--- src/rtl/dispatch_macros.svh ---
`ifndef DISPATCH_MACROS_SVH
`define DISPATCH_MACROS_SVH

// instruction word and register file sizes
`define DISP_WORD_W 32
`define DISP_S_REGS 32
`define DISP_M_REGS 16

// major opcodes, bits 6:0
`define DISP_OP_ALU    7'b0110011
`define DISP_OP_ALUI   7'b0010011
`define DISP_OP_LOAD   7'b0000011
`define DISP_OP_STORE  7'b0100011
`define DISP_OP_BRANCH 7'b1100011
`define DISP_OP_JAL    7'b1101111
`define DISP_OP_MLOAD  7'b0000111
`define DISP_OP_GEMM   7'b1110111
`define DISP_OP_HALT   7'b1111111

// producer tags, 0 means operand ready
`define DISP_TAG_ALU 2'd1
`define DISP_TAG_LD  2'd2
`define DISP_TAG_BR  2'd3

`endif
--- src/rtl/dispatch_pkg.sv ---
`include "dispatch_macros.svh"

package dispatch_pkg;

    // unit class an instruction is sent to
    typedef enum logic [1:0] {
        FU_NONE   = 2'd0,
        FU_SCALAR = 2'd1,
        FU_MLOAD  = 2'd2,
        FU_GEMM   = 2'd3
    } fu_class_t;

    // scalar units, values match their fu_busy bit
    typedef enum logic [1:0] {
        FU_S_ALU    = 2'd0,
        FU_S_LD_ST  = 2'd1,
        FU_S_BRANCH = 2'd2
    } fu_s_t;

    // fu_busy bits of the matrix side
    localparam int FUB_MLOAD = 3;
    localparam int FUB_GEMM  = 4;

    // producer tag
    typedef logic [1:0] tag_t;

    // register selects
    typedef logic [$clog2(`DISP_S_REGS)-1:0] s_reg_t;
    typedef logic [$clog2(`DISP_M_REGS)-1:0] m_reg_t;

endpackage

--- src/rtl/dispatch_top.sv ---
`timescale 1ns/1ps
`include "dispatch_macros.svh"

module dispatch_top import dispatch_pkg::*; (
    input  logic                    CLK,
    input  logic                    nRST,
    input  logic                    instr_valid,
    input  logic [`DISP_WORD_W-1:0] instr,
    input  logic [4:0]              fu_busy,
    input  logic                    s_wb_en,
    input  s_reg_t                  s_wb_sel,
    input  logic                    m_wb_en,
    input  m_reg_t                  m_wb_sel,
    input  logic                    branch_resolved,
    input  logic                    branch_miss,
    output logic                    freeze,
    output logic                    s_issue,
    output logic                    m_issue,
    output logic                    g_issue,
    output fu_s_t                   issue_fu_s,
    output logic [4:0]              issue_rd,
    output logic [31:0]             issue_imm,
    output logic [3:0]              issue_op,
    output tag_t                    issue_t1,
    output tag_t                    issue_t2,
    output tag_t                    issue_t3,
    output logic                    spec_out,
    output logic                    jump_pending,
    output logic                    halt_out
);

    fu_class_t   fu_class;
    fu_s_t       fu_s;
    logic        s_reg_write, m_reg_write, is_branch, is_jump, halt;
    logic [31:0] imm;
    logic [3:0]  op;

    logic        s_di_write, m_di_write, di_spec, s_rd_busy, m_rd_busy;
    s_reg_t      s_di_sel, s_rd_sel;
    m_reg_t      m_di_sel, m_rd_sel;
    tag_t        s_di_tag, m_di_tag;
    s_reg_t      s_src_sel [3];
    m_reg_t      m_src_sel [3];
    tag_t        s_src_tag [3];
    tag_t        m_src_tag [3];

    instr_decoder u_dec (.*);

    dispatch_stage u_stage (.*);

    reg_status_table #(.sel_t(s_reg_t)) u_s_rst (
        .CLK(CLK), .nRST(nRST),
        .di_write(s_di_write), .di_sel(s_di_sel), .di_tag(s_di_tag), .di_spec(di_spec),
        .wb_write(s_wb_en), .wb_sel(s_wb_sel),
        .flush(branch_miss), .resolved(branch_resolved),
        .rd_sel(s_rd_sel), .src_sel(s_src_sel),
        .rd_busy(s_rd_busy), .src_tag(s_src_tag)
    );

    reg_status_table #(.sel_t(m_reg_t)) u_m_rst (
        .CLK(CLK), .nRST(nRST),
        .di_write(m_di_write), .di_sel(m_di_sel), .di_tag(m_di_tag), .di_spec(di_spec),
        .wb_write(m_wb_en), .wb_sel(m_wb_sel),
        .flush(branch_miss), .resolved(branch_resolved),
        .rd_sel(m_rd_sel), .src_sel(m_src_sel),
        .rd_busy(m_rd_busy), .src_tag(m_src_tag)
    );

endmodule

--- src/rtl/dispatch_stage.sv ---
`timescale 1ns/1ps
`include "dispatch_macros.svh"

module dispatch_stage import dispatch_pkg::*; (
    input  logic                    CLK,
    input  logic                    nRST,
    input  logic                    instr_valid,
    input  logic [`DISP_WORD_W-1:0] instr,
    input  fu_class_t               fu_class,
    input  fu_s_t                   fu_s,
    input  logic                    s_reg_write,
    input  logic                    m_reg_write,
    input  logic                    is_branch,
    input  logic                    is_jump,
    input  logic                    halt,
    input  logic [31:0]             imm,
    input  logic [3:0]              op,
    input  logic [4:0]              fu_busy,
    input  logic                    branch_resolved,
    input  logic                    branch_miss,
    input  logic                    s_rd_busy,
    input  logic                    m_rd_busy,
    input  tag_t                    s_src_tag [3],
    input  tag_t                    m_src_tag [3],
    output logic                    s_di_write,
    output logic                    m_di_write,
    output s_reg_t                  s_di_sel,
    output m_reg_t                  m_di_sel,
    output tag_t                    s_di_tag,
    output tag_t                    m_di_tag,
    output logic                    di_spec,
    output s_reg_t                  s_src_sel [3],
    output m_reg_t                  m_src_sel [3],
    output s_reg_t                  s_rd_sel,
    output m_reg_t                  m_rd_sel,
    output logic                    freeze,
    output logic                    s_issue,
    output logic                    m_issue,
    output logic                    g_issue,
    output fu_s_t                   issue_fu_s,
    output logic [4:0]              issue_rd,
    output logic [31:0]             issue_imm,
    output logic [3:0]              issue_op,
    output tag_t                    issue_t1,
    output tag_t                    issue_t2,
    output tag_t                    issue_t3,
    output logic                    spec_out,
    output logic                    jump_pending,
    output logic                    halt_out
);

    s_reg_t s_rd;
    m_reg_t m_rd;
    logic   s_wr;
    logic   uses_rs2;
    logic   struct_haz;
    logic   waw;
    logic   accept;
    logic   spec;
    logic   [4:0] n_rd;
    tag_t   n_t1, n_t2, n_t3;

    assign s_rd = instr[11:7];
    assign m_rd = instr[31:28];

    // x0 is never reserved
    assign s_wr = s_reg_write && (s_rd != '0);
    assign uses_rs2 = (instr[6:0] == `DISP_OP_ALU) || (instr[6:0] == `DISP_OP_STORE) ||
                      (instr[6:0] == `DISP_OP_BRANCH);

    // lookups, matrix base shares the rs1 field
    assign s_rd_sel     = s_rd;
    assign s_src_sel[0] = instr[19:15];
    assign s_src_sel[1] = instr[24:20];
    assign s_src_sel[2] = '0;
    assign m_rd_sel     = m_rd;
    assign m_src_sel[0] = instr[27:24];
    assign m_src_sel[1] = instr[23:20];
    assign m_src_sel[2] = instr[19:16];

    always_comb begin
        case (fu_class)
            FU_SCALAR: struct_haz = fu_busy[fu_s];
            FU_MLOAD:  struct_haz = fu_busy[FUB_MLOAD];
            FU_GEMM:   struct_haz = fu_busy[FUB_GEMM];
            default:   struct_haz = 1'b0;
        endcase
    end

    assign waw    = (s_wr && s_rd_busy) || (m_reg_write && m_rd_busy);
    assign freeze = instr_valid && (struct_haz || waw);
    assign accept = instr_valid && !struct_haz && !waw && !branch_miss;

    // reservations
    assign s_di_write = accept && s_wr;
    assign s_di_sel   = s_rd;
    assign s_di_tag   = (fu_s == FU_S_LD_ST)  ? `DISP_TAG_LD :
                        (fu_s == FU_S_BRANCH) ? `DISP_TAG_BR : `DISP_TAG_ALU;
    assign m_di_write = accept && m_reg_write;
    assign m_di_sel   = m_rd;
    // gemm results carry the alu tag
    assign m_di_tag   = (fu_class == FU_MLOAD) ? `DISP_TAG_LD : `DISP_TAG_ALU;
    assign di_spec    = spec && !branch_resolved;

    // operand tags per class
    always_comb begin
        n_rd = {1'b0, m_rd};
        n_t1 = '0;
        n_t2 = '0;
        n_t3 = '0;
        case (fu_class)
            FU_SCALAR: begin
                n_rd = s_rd;
                n_t1 = is_jump ? '0 : s_src_tag[0];
                n_t2 = uses_rs2 ? s_src_tag[1] : '0;
            end
            FU_MLOAD: n_t1 = s_src_tag[0];
            FU_GEMM: begin
                n_t1 = m_src_tag[0];
                n_t2 = m_src_tag[1];
                n_t3 = m_src_tag[2];
            end
            default: ;
        endcase
    end

    // issue register, squash first
    always_ff @(posedge CLK, negedge nRST) begin
        if (!nRST) begin
            s_issue    <= 1'b0;
            m_issue    <= 1'b0;
            g_issue    <= 1'b0;
            issue_fu_s <= FU_S_ALU;
            issue_rd   <= '0;
            issue_imm  <= '0;
            issue_op   <= '0;
            issue_t1   <= '0;
            issue_t2   <= '0;
            issue_t3   <= '0;
            spec_out   <= 1'b0;
            halt_out   <= 1'b0;
        end else if (branch_miss) begin
            s_issue    <= 1'b0;
            m_issue    <= 1'b0;
            g_issue    <= 1'b0;
            issue_fu_s <= FU_S_ALU;
            issue_rd   <= '0;
            issue_imm  <= '0;
            issue_op   <= '0;
            issue_t1   <= '0;
            issue_t2   <= '0;
            issue_t3   <= '0;
            spec_out   <= 1'b0;
            halt_out   <= 1'b0;
        end else begin
            s_issue  <= accept && (fu_class == FU_SCALAR);
            m_issue  <= accept && (fu_class == FU_MLOAD);
            g_issue  <= accept && (fu_class == FU_GEMM);
            spec_out <= accept && di_spec;
            halt_out <= accept && halt;
            if (accept) begin
                issue_fu_s <= fu_s;
                issue_rd   <= n_rd;
                issue_imm  <= imm;
                issue_op   <= op;
                issue_t1   <= n_t1;
                issue_t2   <= n_t2;
                issue_t3   <= n_t3;
            end
        end
    end

    // speculation and jump state
    always_ff @(posedge CLK, negedge nRST) begin
        if (!nRST) begin
            spec         <= 1'b0;
            jump_pending <= 1'b0;
        end else if (branch_miss) begin
            spec         <= 1'b0;
            jump_pending <= 1'b0;
        end else begin
            if (accept && is_branch) begin
                spec <= 1'b1;
            end else if (branch_resolved) begin
                spec <= 1'b0;
            end
            if (accept && is_jump) begin
                jump_pending <= 1'b1;
            end else if (branch_resolved) begin
                jump_pending <= 1'b0;
            end
        end
    end

    assert property (@(posedge CLK) disable iff (!nRST)
        $onehot0({s_issue, m_issue, g_issue}));

endmodule

--- src/rtl/reg_status_table.sv ---
`timescale 1ns/1ps

module reg_status_table import dispatch_pkg::*; #(
    parameter type sel_t = logic [4:0]
) (
    input  logic CLK,
    input  logic nRST,
    input  logic di_write,
    input  sel_t di_sel,
    input  tag_t di_tag,
    input  logic di_spec,
    input  logic wb_write,
    input  sel_t wb_sel,
    input  logic flush,
    input  logic resolved,
    input  sel_t rd_sel,
    input  sel_t src_sel [3],
    output logic rd_busy,
    output tag_t src_tag [3]
);

    localparam int N = 2 ** $bits(sel_t);

    logic busy [N];
    logic spec [N];
    tag_t tag  [N];

    // busy and spec per entry, dispatch write beats writeback
    always_ff @(posedge CLK, negedge nRST) begin
        if (!nRST) begin
            for (int i = 0; i < N; i++) begin
                busy[i] <= 1'b0;
                spec[i] <= 1'b0;
            end
        end else begin
            for (int i = 0; i < N; i++) begin
                if (di_write && di_sel == sel_t'(i)) begin
                    busy[i] <= 1'b1;
                    spec[i] <= di_spec;
                end else if (flush && spec[i]) begin
                    // squashed reservation
                    busy[i] <= 1'b0;
                    spec[i] <= 1'b0;
                end else if (wb_write && wb_sel == sel_t'(i)) begin
                    busy[i] <= 1'b0;
                    spec[i] <= 1'b0;
                end else if (resolved) begin
                    spec[i] <= 1'b0;
                end
            end
        end
    end

    always_ff @(posedge CLK) begin
        if (di_write) begin
            tag[di_sel] <= di_tag;
        end
    end

    // lookups, idle registers read as ready
    assign rd_busy = busy[rd_sel];

    always_comb begin
        for (int k = 0; k < 3; k++) begin
            src_tag[k] = busy[src_sel[k]] ? tag[src_sel[k]] : '0;
        end
    end

    // the stage must not reserve in a squash cycle
    assert property (@(posedge CLK) disable iff (!nRST) !(di_write && flush));

endmodule

--- src/rtl/instr_decoder.sv ---
`timescale 1ns/1ps
`include "dispatch_macros.svh"

module instr_decoder import dispatch_pkg::*; (
    input  logic [`DISP_WORD_W-1:0] instr,
    output fu_class_t               fu_class,
    output fu_s_t                   fu_s,
    output logic                    s_reg_write,
    output logic                    m_reg_write,
    output logic                    is_branch,
    output logic                    is_jump,
    output logic                    halt,
    output logic [31:0]             imm,
    output logic [3:0]              op
);

    logic [6:0] opcode;
    logic [2:0] funct3;

    assign opcode = instr[6:0];
    assign funct3 = instr[14:12];

    always_comb begin
        fu_class    = FU_NONE;
        fu_s        = FU_S_ALU;
        s_reg_write = 1'b0;
        m_reg_write = 1'b0;
        is_branch   = 1'b0;
        is_jump     = 1'b0;
        halt        = 1'b0;
        imm         = '0;
        op          = '0;
        case (opcode)
            `DISP_OP_ALU: begin
                fu_class    = FU_SCALAR;
                s_reg_write = 1'b1;
                op          = {instr[30], funct3};
            end
            `DISP_OP_ALUI: begin
                fu_class    = FU_SCALAR;
                s_reg_write = 1'b1;
                imm         = {{20{instr[31]}}, instr[31:20]};
                // only shift-right immediates carry the funct7 bit
                op          = {(funct3 == 3'b101) & instr[30], funct3};
            end
            `DISP_OP_LOAD: begin
                fu_class    = FU_SCALAR;
                fu_s        = FU_S_LD_ST;
                s_reg_write = 1'b1;
                imm         = {{20{instr[31]}}, instr[31:20]};
                op          = {1'b0, funct3};
            end
            `DISP_OP_STORE: begin
                fu_class = FU_SCALAR;
                fu_s     = FU_S_LD_ST;
                imm      = {{20{instr[31]}}, instr[31:25], instr[11:7]};
                op       = {1'b1, funct3};
            end
            `DISP_OP_BRANCH: begin
                fu_class  = FU_SCALAR;
                fu_s      = FU_S_BRANCH;
                is_branch = 1'b1;
                imm       = {{19{instr[31]}}, instr[31], instr[7], instr[30:25],
                             instr[11:8], 1'b0};
                op        = {1'b0, funct3};
            end
            `DISP_OP_JAL: begin
                // link register is written by the branch unit
                fu_class    = FU_SCALAR;
                fu_s        = FU_S_BRANCH;
                s_reg_write = 1'b1;
                is_jump     = 1'b1;
                imm         = {{11{instr[31]}}, instr[31], instr[19:12], instr[20],
                               instr[30:21], 1'b0};
            end
            `DISP_OP_MLOAD: begin
                fu_class    = FU_MLOAD;
                m_reg_write = 1'b1;
                // row stride offset
                imm         = {{24{instr[27]}}, instr[27:20]};
            end
            `DISP_OP_GEMM: begin
                fu_class    = FU_GEMM;
                m_reg_write = 1'b1;
            end
            `DISP_OP_HALT: halt = 1'b1;
            default: ;
        endcase
    end

endmodule

--- config.mk ---
export PLATFORM = sky130hd
export DESIGN_NAME = dispatch_top
export DESIGN_NICKNAME = d
export VERILOG_FILES = /design/src/rtl/dispatch_pkg.sv /design/src/rtl/dispatch_top.sv /design/src/rtl/dispatch_stage.sv /design/src/rtl/reg_status_table.sv /design/src/rtl/instr_decoder.sv
export VERILOG_INCLUDE_DIRS = /design/src /design/src/rtl
export SDC_FILE = /design/constraint.sdc
export NUM_CORES = 1
export LEC_CHECK = 0
export BUFFER_PORTS_ARGS = -buffer_cell sky130_fd_sc_hd__buf_2
export CORE_UTILIZATION = 60
export DETAILED_ROUTE_END_ITERATION = 6
export GPL_ROUTABILITY_DRIVEN = 0
export MAX_ROUTING_LAYER = met4
export PLACE_DENSITY = 0.83
export SYNTH_ARGS = -nofsm -noshare
export SYNTH_HDL_FRONTEND = slang
export SYNTH_SLANG_ARGS = --single-unit
--- constraint.sdc ---
create_clock -name CLK -period 3.75 [get_ports CLK]
set_clock_uncertainty 0.05 [all_clocks]
set_input_delay 0.1875 -clock CLK [delete_from_list [all_inputs] [get_ports CLK]]
set_output_delay 0.1875 -clock CLK [all_outputs]
set_load 0.02 [all_outputs]
* Yosys cells after proc, flatten, opt, wreduce, memory -nomap -nowiden *
Memories as Yosys holds them, arrays and structs flattened.
Cells that the tools add are included.

storage, ports and cells
  register bits after elaboration = 152
  RAM bits = 96
  input bits = 53
  output and inout bits = 56
  memories = 2

operators by class
  $lt $le $gt $ge = 8
  equal/unequal tests = 107
  muxes and demuxes = 363
  bitwise operators = 8
  reductions and logical operators = 280

memory list
  memory       words  width  rd ports  clocked after memory_dff  write ports  line                    source
  u_s_rst.tag  32     2      2         0                         1            reg_status_table.sv:26  tag_t tag [N];
  u_m_rst.tag  16     2      3         0                         1            reg_status_table.sv:26

operator list
  kind                                            number
  2-to-1 mux 1 bit                                322
  nonzero test 4 bit                              48
  logical AND 1 bit                               161
  == test 5 bit (second input constant)           32
  one-hot mux 32 bit (5 select lines)             1
  nonzero test 3 bit                              50
  == test 5 x 4 -> 1 bit (second input constant)  16
  == test 4 bit (second input constant)           16
  2-to-1 mux 32 bit                               2
  == test 5 x 3 -> 1 bit (second input constant)  8
  2-to-1 mux 2 bit                                19
  == test 4 x 3 -> 1 bit (second input constant)  8
  == test 7 bit (second input constant)           4
  == test 5 x 2 -> 1 bit (second input constant)  4
  >= comparator 5 bit (second input constant)     4
  inverter 4 -> 5 bit                             4
  >= comparator 6 bit (second input constant)     3
  inverter 5 -> 6 bit                             3
  binary-select mux 1 bit (select 4 bit)          4
  == test 4 x 2 -> 1 bit (second input constant)  4
  one-hot mux 4 bit (4 select lines)              1
  binary-select mux 1 bit (select 5 bit)          3
  2-to-1 mux 5 bit                                3
  == test 7 x 6 -> 1 bit (second input constant)  2
  other kinds (24)                                44

* Longest topological paths before layout *
  word-level depth = 13
  mapped depth = 14
  depth with buffers taken out = 10

* Cells and area by module *
Synthesis repeated with hierarchy kept, for this count alone.

second synthesis, totals
  cell total of the unflattened synthesis = 1310
  area, all modules = 15248.4 um^2

by module, submodules not included
  module                      times used  cells each  area an instance (um^2)
  reg_status_table (u_s_rst)  1           573         7606.0
  reg_status_table (u_m_rst)  1           286         3711.1
  dispatch_stage              1           340         3243.1
  instr_decoder               1           111         688.2

* Worst setup path after synthesis *
No wires, ideal clock.

  kind = input port to flip-flop
  start point = in instr[1]
  end point = mem u_s_rst.tag[29][0] (netlist bit) (enable)
  setup time = 0.349 ns
  data arrival time = 3.100 ns
  required time = 3.351 ns
  setup slack = 0.252 ns
  stages = 12
  buffers on the path = 2
  cell sequence = nand2_1 > clkbuf_1 > nor4_1 > a21oi_1 > ha_1 > nor4_1 > nand2b_1 > a31oi_4 > and4_1 > buf_4 > nand2_2 > nor4_1

on the way
  cells in the longest elaborated chain, start to end = 13
  elaborated cells between the ends (all ways) = 35
  classes of those cells = 11 x eq/ne; 9 x mux; 15 x reduce/logical

RTL lines
  item                                      line                    source
  start, declared                           dispatch_top.sv:8       input logic [`DISP_WORD_W-1:0] instr,
  == test 7 bit (tied with other cells)     instr_decoder.sv:33     case (opcode)
  OR reduction 2 bit (no line)              -
  one-hot mux 2 bit (2 select lines)        instr_decoder.sv:33
  binary-select mux 1 bit (select 2 bit)    dispatch_stage.sv:83    FU_SCALAR: struct_haz = fu_busy[fu_s];
  2-to-1 mux 1 bit (implied by the code)    dispatch_stage.sv:83
  one-hot mux 1 bit (3 select lines)        dispatch_stage.sv:82    case (fu_class)
  zero test 1 bit                           dispatch_stage.sv:92    assign accept = instr_valid && !struct_haz && !waw && !branch_miss;
  logical AND 1 bit (3 in series)           dispatch_stage.sv:92
  logical AND 1 bit *                       dispatch_stage.sv:95    assign s_di_write = accept && s_wr;
  2-to-1 mux 1 bit *                        reg_status_table.sv:55  if (di_write) begin
  2-to-1 mux 1 bit (implied by the code) *  reg_status_table.sv:56  tag[di_sel] <= di_tag;
  end, declared                             reg_status_table.sv:26

Mark *: on every way between the ends. The rest lies on a longest branch, timed or not. The select of a mux whose other input is x is not followed.

* Worst setup path after layout *
  start point = in instr[3]
  end point = mem u_s_rst.tag[29][1] (netlist bit) (enable)

Same word-level chain as after synthesis.

==> results by group <==
Synth
  • Post-synthesis async set-or-reset flop share: 0.5949
  • Distinct cells, synth: 64
  • Post-synth top area share: 0.2618
  • Number of synthesized register bits: 237
  • Synth top area cells: dfrtp_1 (26%), edfxtp_1 (21%), mux4_2 (16%), nand2_1 (5.6%), mux2i_1 (5.0%)
  • Ys flop type: dfrtp_1
  • Register area share after synthesis: 0.4757
  • Mean Syn Cell Area: 10.97 µm²
  • Post-Syn Instances: 1,229
  • YS warnings: 0
  • Area leader, netlist: dfrtp_1
  • Number of synthesized flops with an enable pin: 96
  • Cell Area, Synth: 13,480 µm²

Timing
  • Final period utilization: 0.9492
  • Fin crit period: 3.559 ns
  • Worst-Margin Slew: 1.204 ns
  • Max Slew Vio Count: 0
  • Max-slew headroom: 0.1945
  • Setup slack after layout: 0.1906 ns
  • Peak Freq: 280.9 MHz
  • Final Hold Fails: 0
  • Final setup TNS: 0 ns
  • # setup viols final: 0
  • Setup repair after global routing missed its margin: no

Detailed routing
  • DR vias: 11,300
  • Via density: 7.082
  • DRT antenna net count: 0
  • Routed WL: 39,120 µm
  • DRC: 0
  • DR WL/cell: 24.51 µm
  • Starting DRT DRC Count: 1,553
  • Pre-antenna DRT Iters: 6

Setup path
  • CP startpoint kind: primary input
  • CP max FO: 10
  • Critical Path End Type: flop
  • FF-to-FF Start: u_m_rst.busy[13]$_DFFE_PN0P_
  • R2R cell count: 8
  • Reg2Reg Setup Slack: 0.67 ns
  • WS Path Type: primary input to flop
  • Critical Path Source: instr[3]
  • Reg2reg end: u_s_rst.tag[29][1]$_DFFE_PP_
  • End point of the critical path: u_s_rst.tag[29][1]$_DFFE_PP_
  • Worst endpoint required time: 3.87 ns
  • Worst EP arrival: 3.67 ns

Clock tree
  • # clock sinks: 237
  • Reg clk slew, reported paths: 0.06 ns
  • Clk root buf: clkbuf_16
  • Clock buffer count from CTS: 24
  • Longest Clk Path Bufs: 3
  • CTS tree: built
  • Post-CTS Setup Inserts: 0
  • Skew-Pair Late Insertion Delay: 0.53 ns
  • H-tree depth: 1

Power and ir drop
  • Net load switching power: 0.001402 W
  • Combinational Power Share: 0.096
  • Leak: 5.963 nW
  • Total Power: 0.005777 W
  • Clock power share: 0.431
  • Power density cells: 383.3 nW/µm²
  • Reg power frac: 0.472
  • Switching share of power: 0.2426
  • Int Power: 0.004375 W
  • Max VDD drop: 286.3 µV

Global route
  • Global-route wire length before repair: 60,830 µm
  • Initial antenna violation count: 1
  • Largest net degree at the start of global routing: 83
  • Global-route usage over all layers: 0.3484
  • Number of global-route vias before repair: 10,940
  • GR Overflow Total: 0

Placement
  • Port bufs: 108
  • Dpl hpwl: 26,300 µm
  • Setup WS pre-CTS: 0.01368 ns

Worst hold path
  • Worst Hold Class: primary input to flop

Die
  • Row cnt: 54
  • Core footprint: 21,890 µm²
  • Initial Util: 0.6156
  • Total die area: 23,060 µm²
  • I/O pin count: 109
  • Die Wd: 151.9 µm
  • Die Ht: 151.9 µm

Cells and area
  • Final #Nets: 1,352
  • Layout area overhead: 11.83%
  • Commonest non-fill, non-tap cell in the layout: nand2_1
  • Most frequent cells in the layout: nand2_1 (201), dfrtp_1 (141), nand3_1 (130)
  • Layout cell share with drive strength beyond 1: 0.2304

Status
  • Outcome: finished, final reports clean

Run
  • MaxCap Viol Count: 0
[cells in the mapped netlist, types with 2 or more instances]
cell type	count
inv_1	9
nand4b_1	4
nand3_1	130
and3b_1	2
edfxtp_1	96
nor4b_2	2
o211ai_1	3
dfrtp_1	141
a311oi_1	4
mux4_2	97
a32oi_1	3
a31oi_1	4
mux2i_1	67
nor4_1	7
nor2b_1	17
a211oi_1	16
mux2_2	4
a22o_1	2
buf_1	7
or2_2	4
nor2_1	97
clkbuf_1	61
or3_1	2
a31o_2	6
buf_6	3
ha_1	2
nand4_1	31
buf_2	28
and4_1	2
a22oi_1	4
and3_1	9
nand2_1	201
a221oi_1	8
and2_1	4
nand2b_1	7
nor3_1	43
buf_4	13
nand3b_1	8
o21ai_0	28
nor3b_1	8
a21oi_1	22
[power by group through the flow]
stage	Combinational, W	Clock (W)	Sequential (W)
6_report	0.000557	0.00249	0.00273
3_5_place_dp	0.000531	0	0.00278
3_3_place_gp	0.000523	0	0.00278
5_1_grt	0.000590	0.00260	0.00273
2_1_floorplan	0.000328	0	0.00279
4_1_cts	0.000543	0.00250	0.00273
[critical path: stages]
cell	delay, ns
buf_2	0.19
dlygate4sd3_1	0.59
nand2_1	0.07
nor3_1	0.25
a21oi_1	0.11
ha_1	0.24
nor4_2	0.47
nand2b_1	0.17
a31oi_4	0.26
and4_2	0.36
nand2_2	0.15
nor4_1	0.61
[worst min path at each step]
stage,from,to,slack (ns),cells past startpoint
CTS,m_wb_sel[2],u_m_rst.busy[2]$_DFFE_PN0P_,0.008,3
detailed placement,nRST,u_stage.issue_imm[30]$_DFFE_PN0P_,0.23,1
finish,s_wb_sel[0],u_s_rst.busy[20]$_DFFE_PN0P_,0.009,4
floorplan,nRST,u_m_rst.busy[0]$_DFFE_PN0P_,-0.16,0
global route,s_wb_sel[0],u_s_rst.busy[16]$_DFFE_PN0P_,0.04,4
global placement,nRST,u_stage.issue_imm[30]$_DFFE_PN0P_,0.23,1
[metrics by stage]
step             util  hold slack [ns]  instances  cell area, µm²
2_1_floorplan       -          -0.1581       1230           13480
3_3_place_gp   0.6456           0.2269       1540           14130
3_5_place_dp   0.6456           0.2264       1540           14130
4_1_cts        0.6879         0.008480       1595           15060
5_1_grt        0.6884          0.03737       1596           15070
6_report       0.6884         0.009001       1596           15070
[timing repair]
item	4_1_cts	5_1_grt
hold buffers	11	0
gates resized for setup	0	2
hold endpoints to repair	91	0
endpoints found under the setup margin	0	20
[state kept, by name, indices dropped and copies added (netlist names)]
name / count
u_m_rst.busy: 16
u_m_rst.spec: 16
u_m_rst.tag: 32
u_s_rst.busy: 32
u_s_rst.spec: 32
u_s_rst.tag: 64
u_stage.g_issue: 1
u_stage.halt_out: 1
u_stage.issue_fu_s: 2
u_stage.issue_imm: 21
u_stage.issue_op: 4
u_stage.issue_rd: 5
u_stage.issue_t1: 2
u_stage.issue_t2: 2
u_stage.issue_t3: 2
u_stage.jump_pending: 1
u_stage.m_issue: 1
u_stage.s_issue: 1
u_stage.spec: 1
u_stage.spec_out: 1
[area by class of cell]
type	count	area, µm²
Multi-Input combinational cell	870	6521
Fill cell	1547	6820
Antenna cell	1	2.502
Sequential cell	237	6411
Tap cell	280	350.3
Inverter	11	41.29
Clock buffer	34	690.7
Clock inverter	10	126.4
Timing Repair Buffer	153	927.1
[metal layers]
metal,up-vias,share of wire,global-route usage
li1,4726,-,-
met3,165,0.13,0.06788
met1,5426,0.37,0.4698
met5,-,0,-
met2,986,0.45,0.5113
met4,0,0.047,0.1690
[logic make-up after synthesis]
family                   after synthesis  synth area share
adder cells (fa/ha/maj)                2          0.001857
other                                  1         0.0002783
AND/OR/NAND/NOR                      583            0.2056
flip-flops                           237            0.4757
AO/OA/AOI/OAI                        114           0.05858
buffers and inverters                123           0.04215
multiplexers                         168            0.2152
XOR/XNOR                               1         0.0006500
Power figures use the tool's default switching activity.
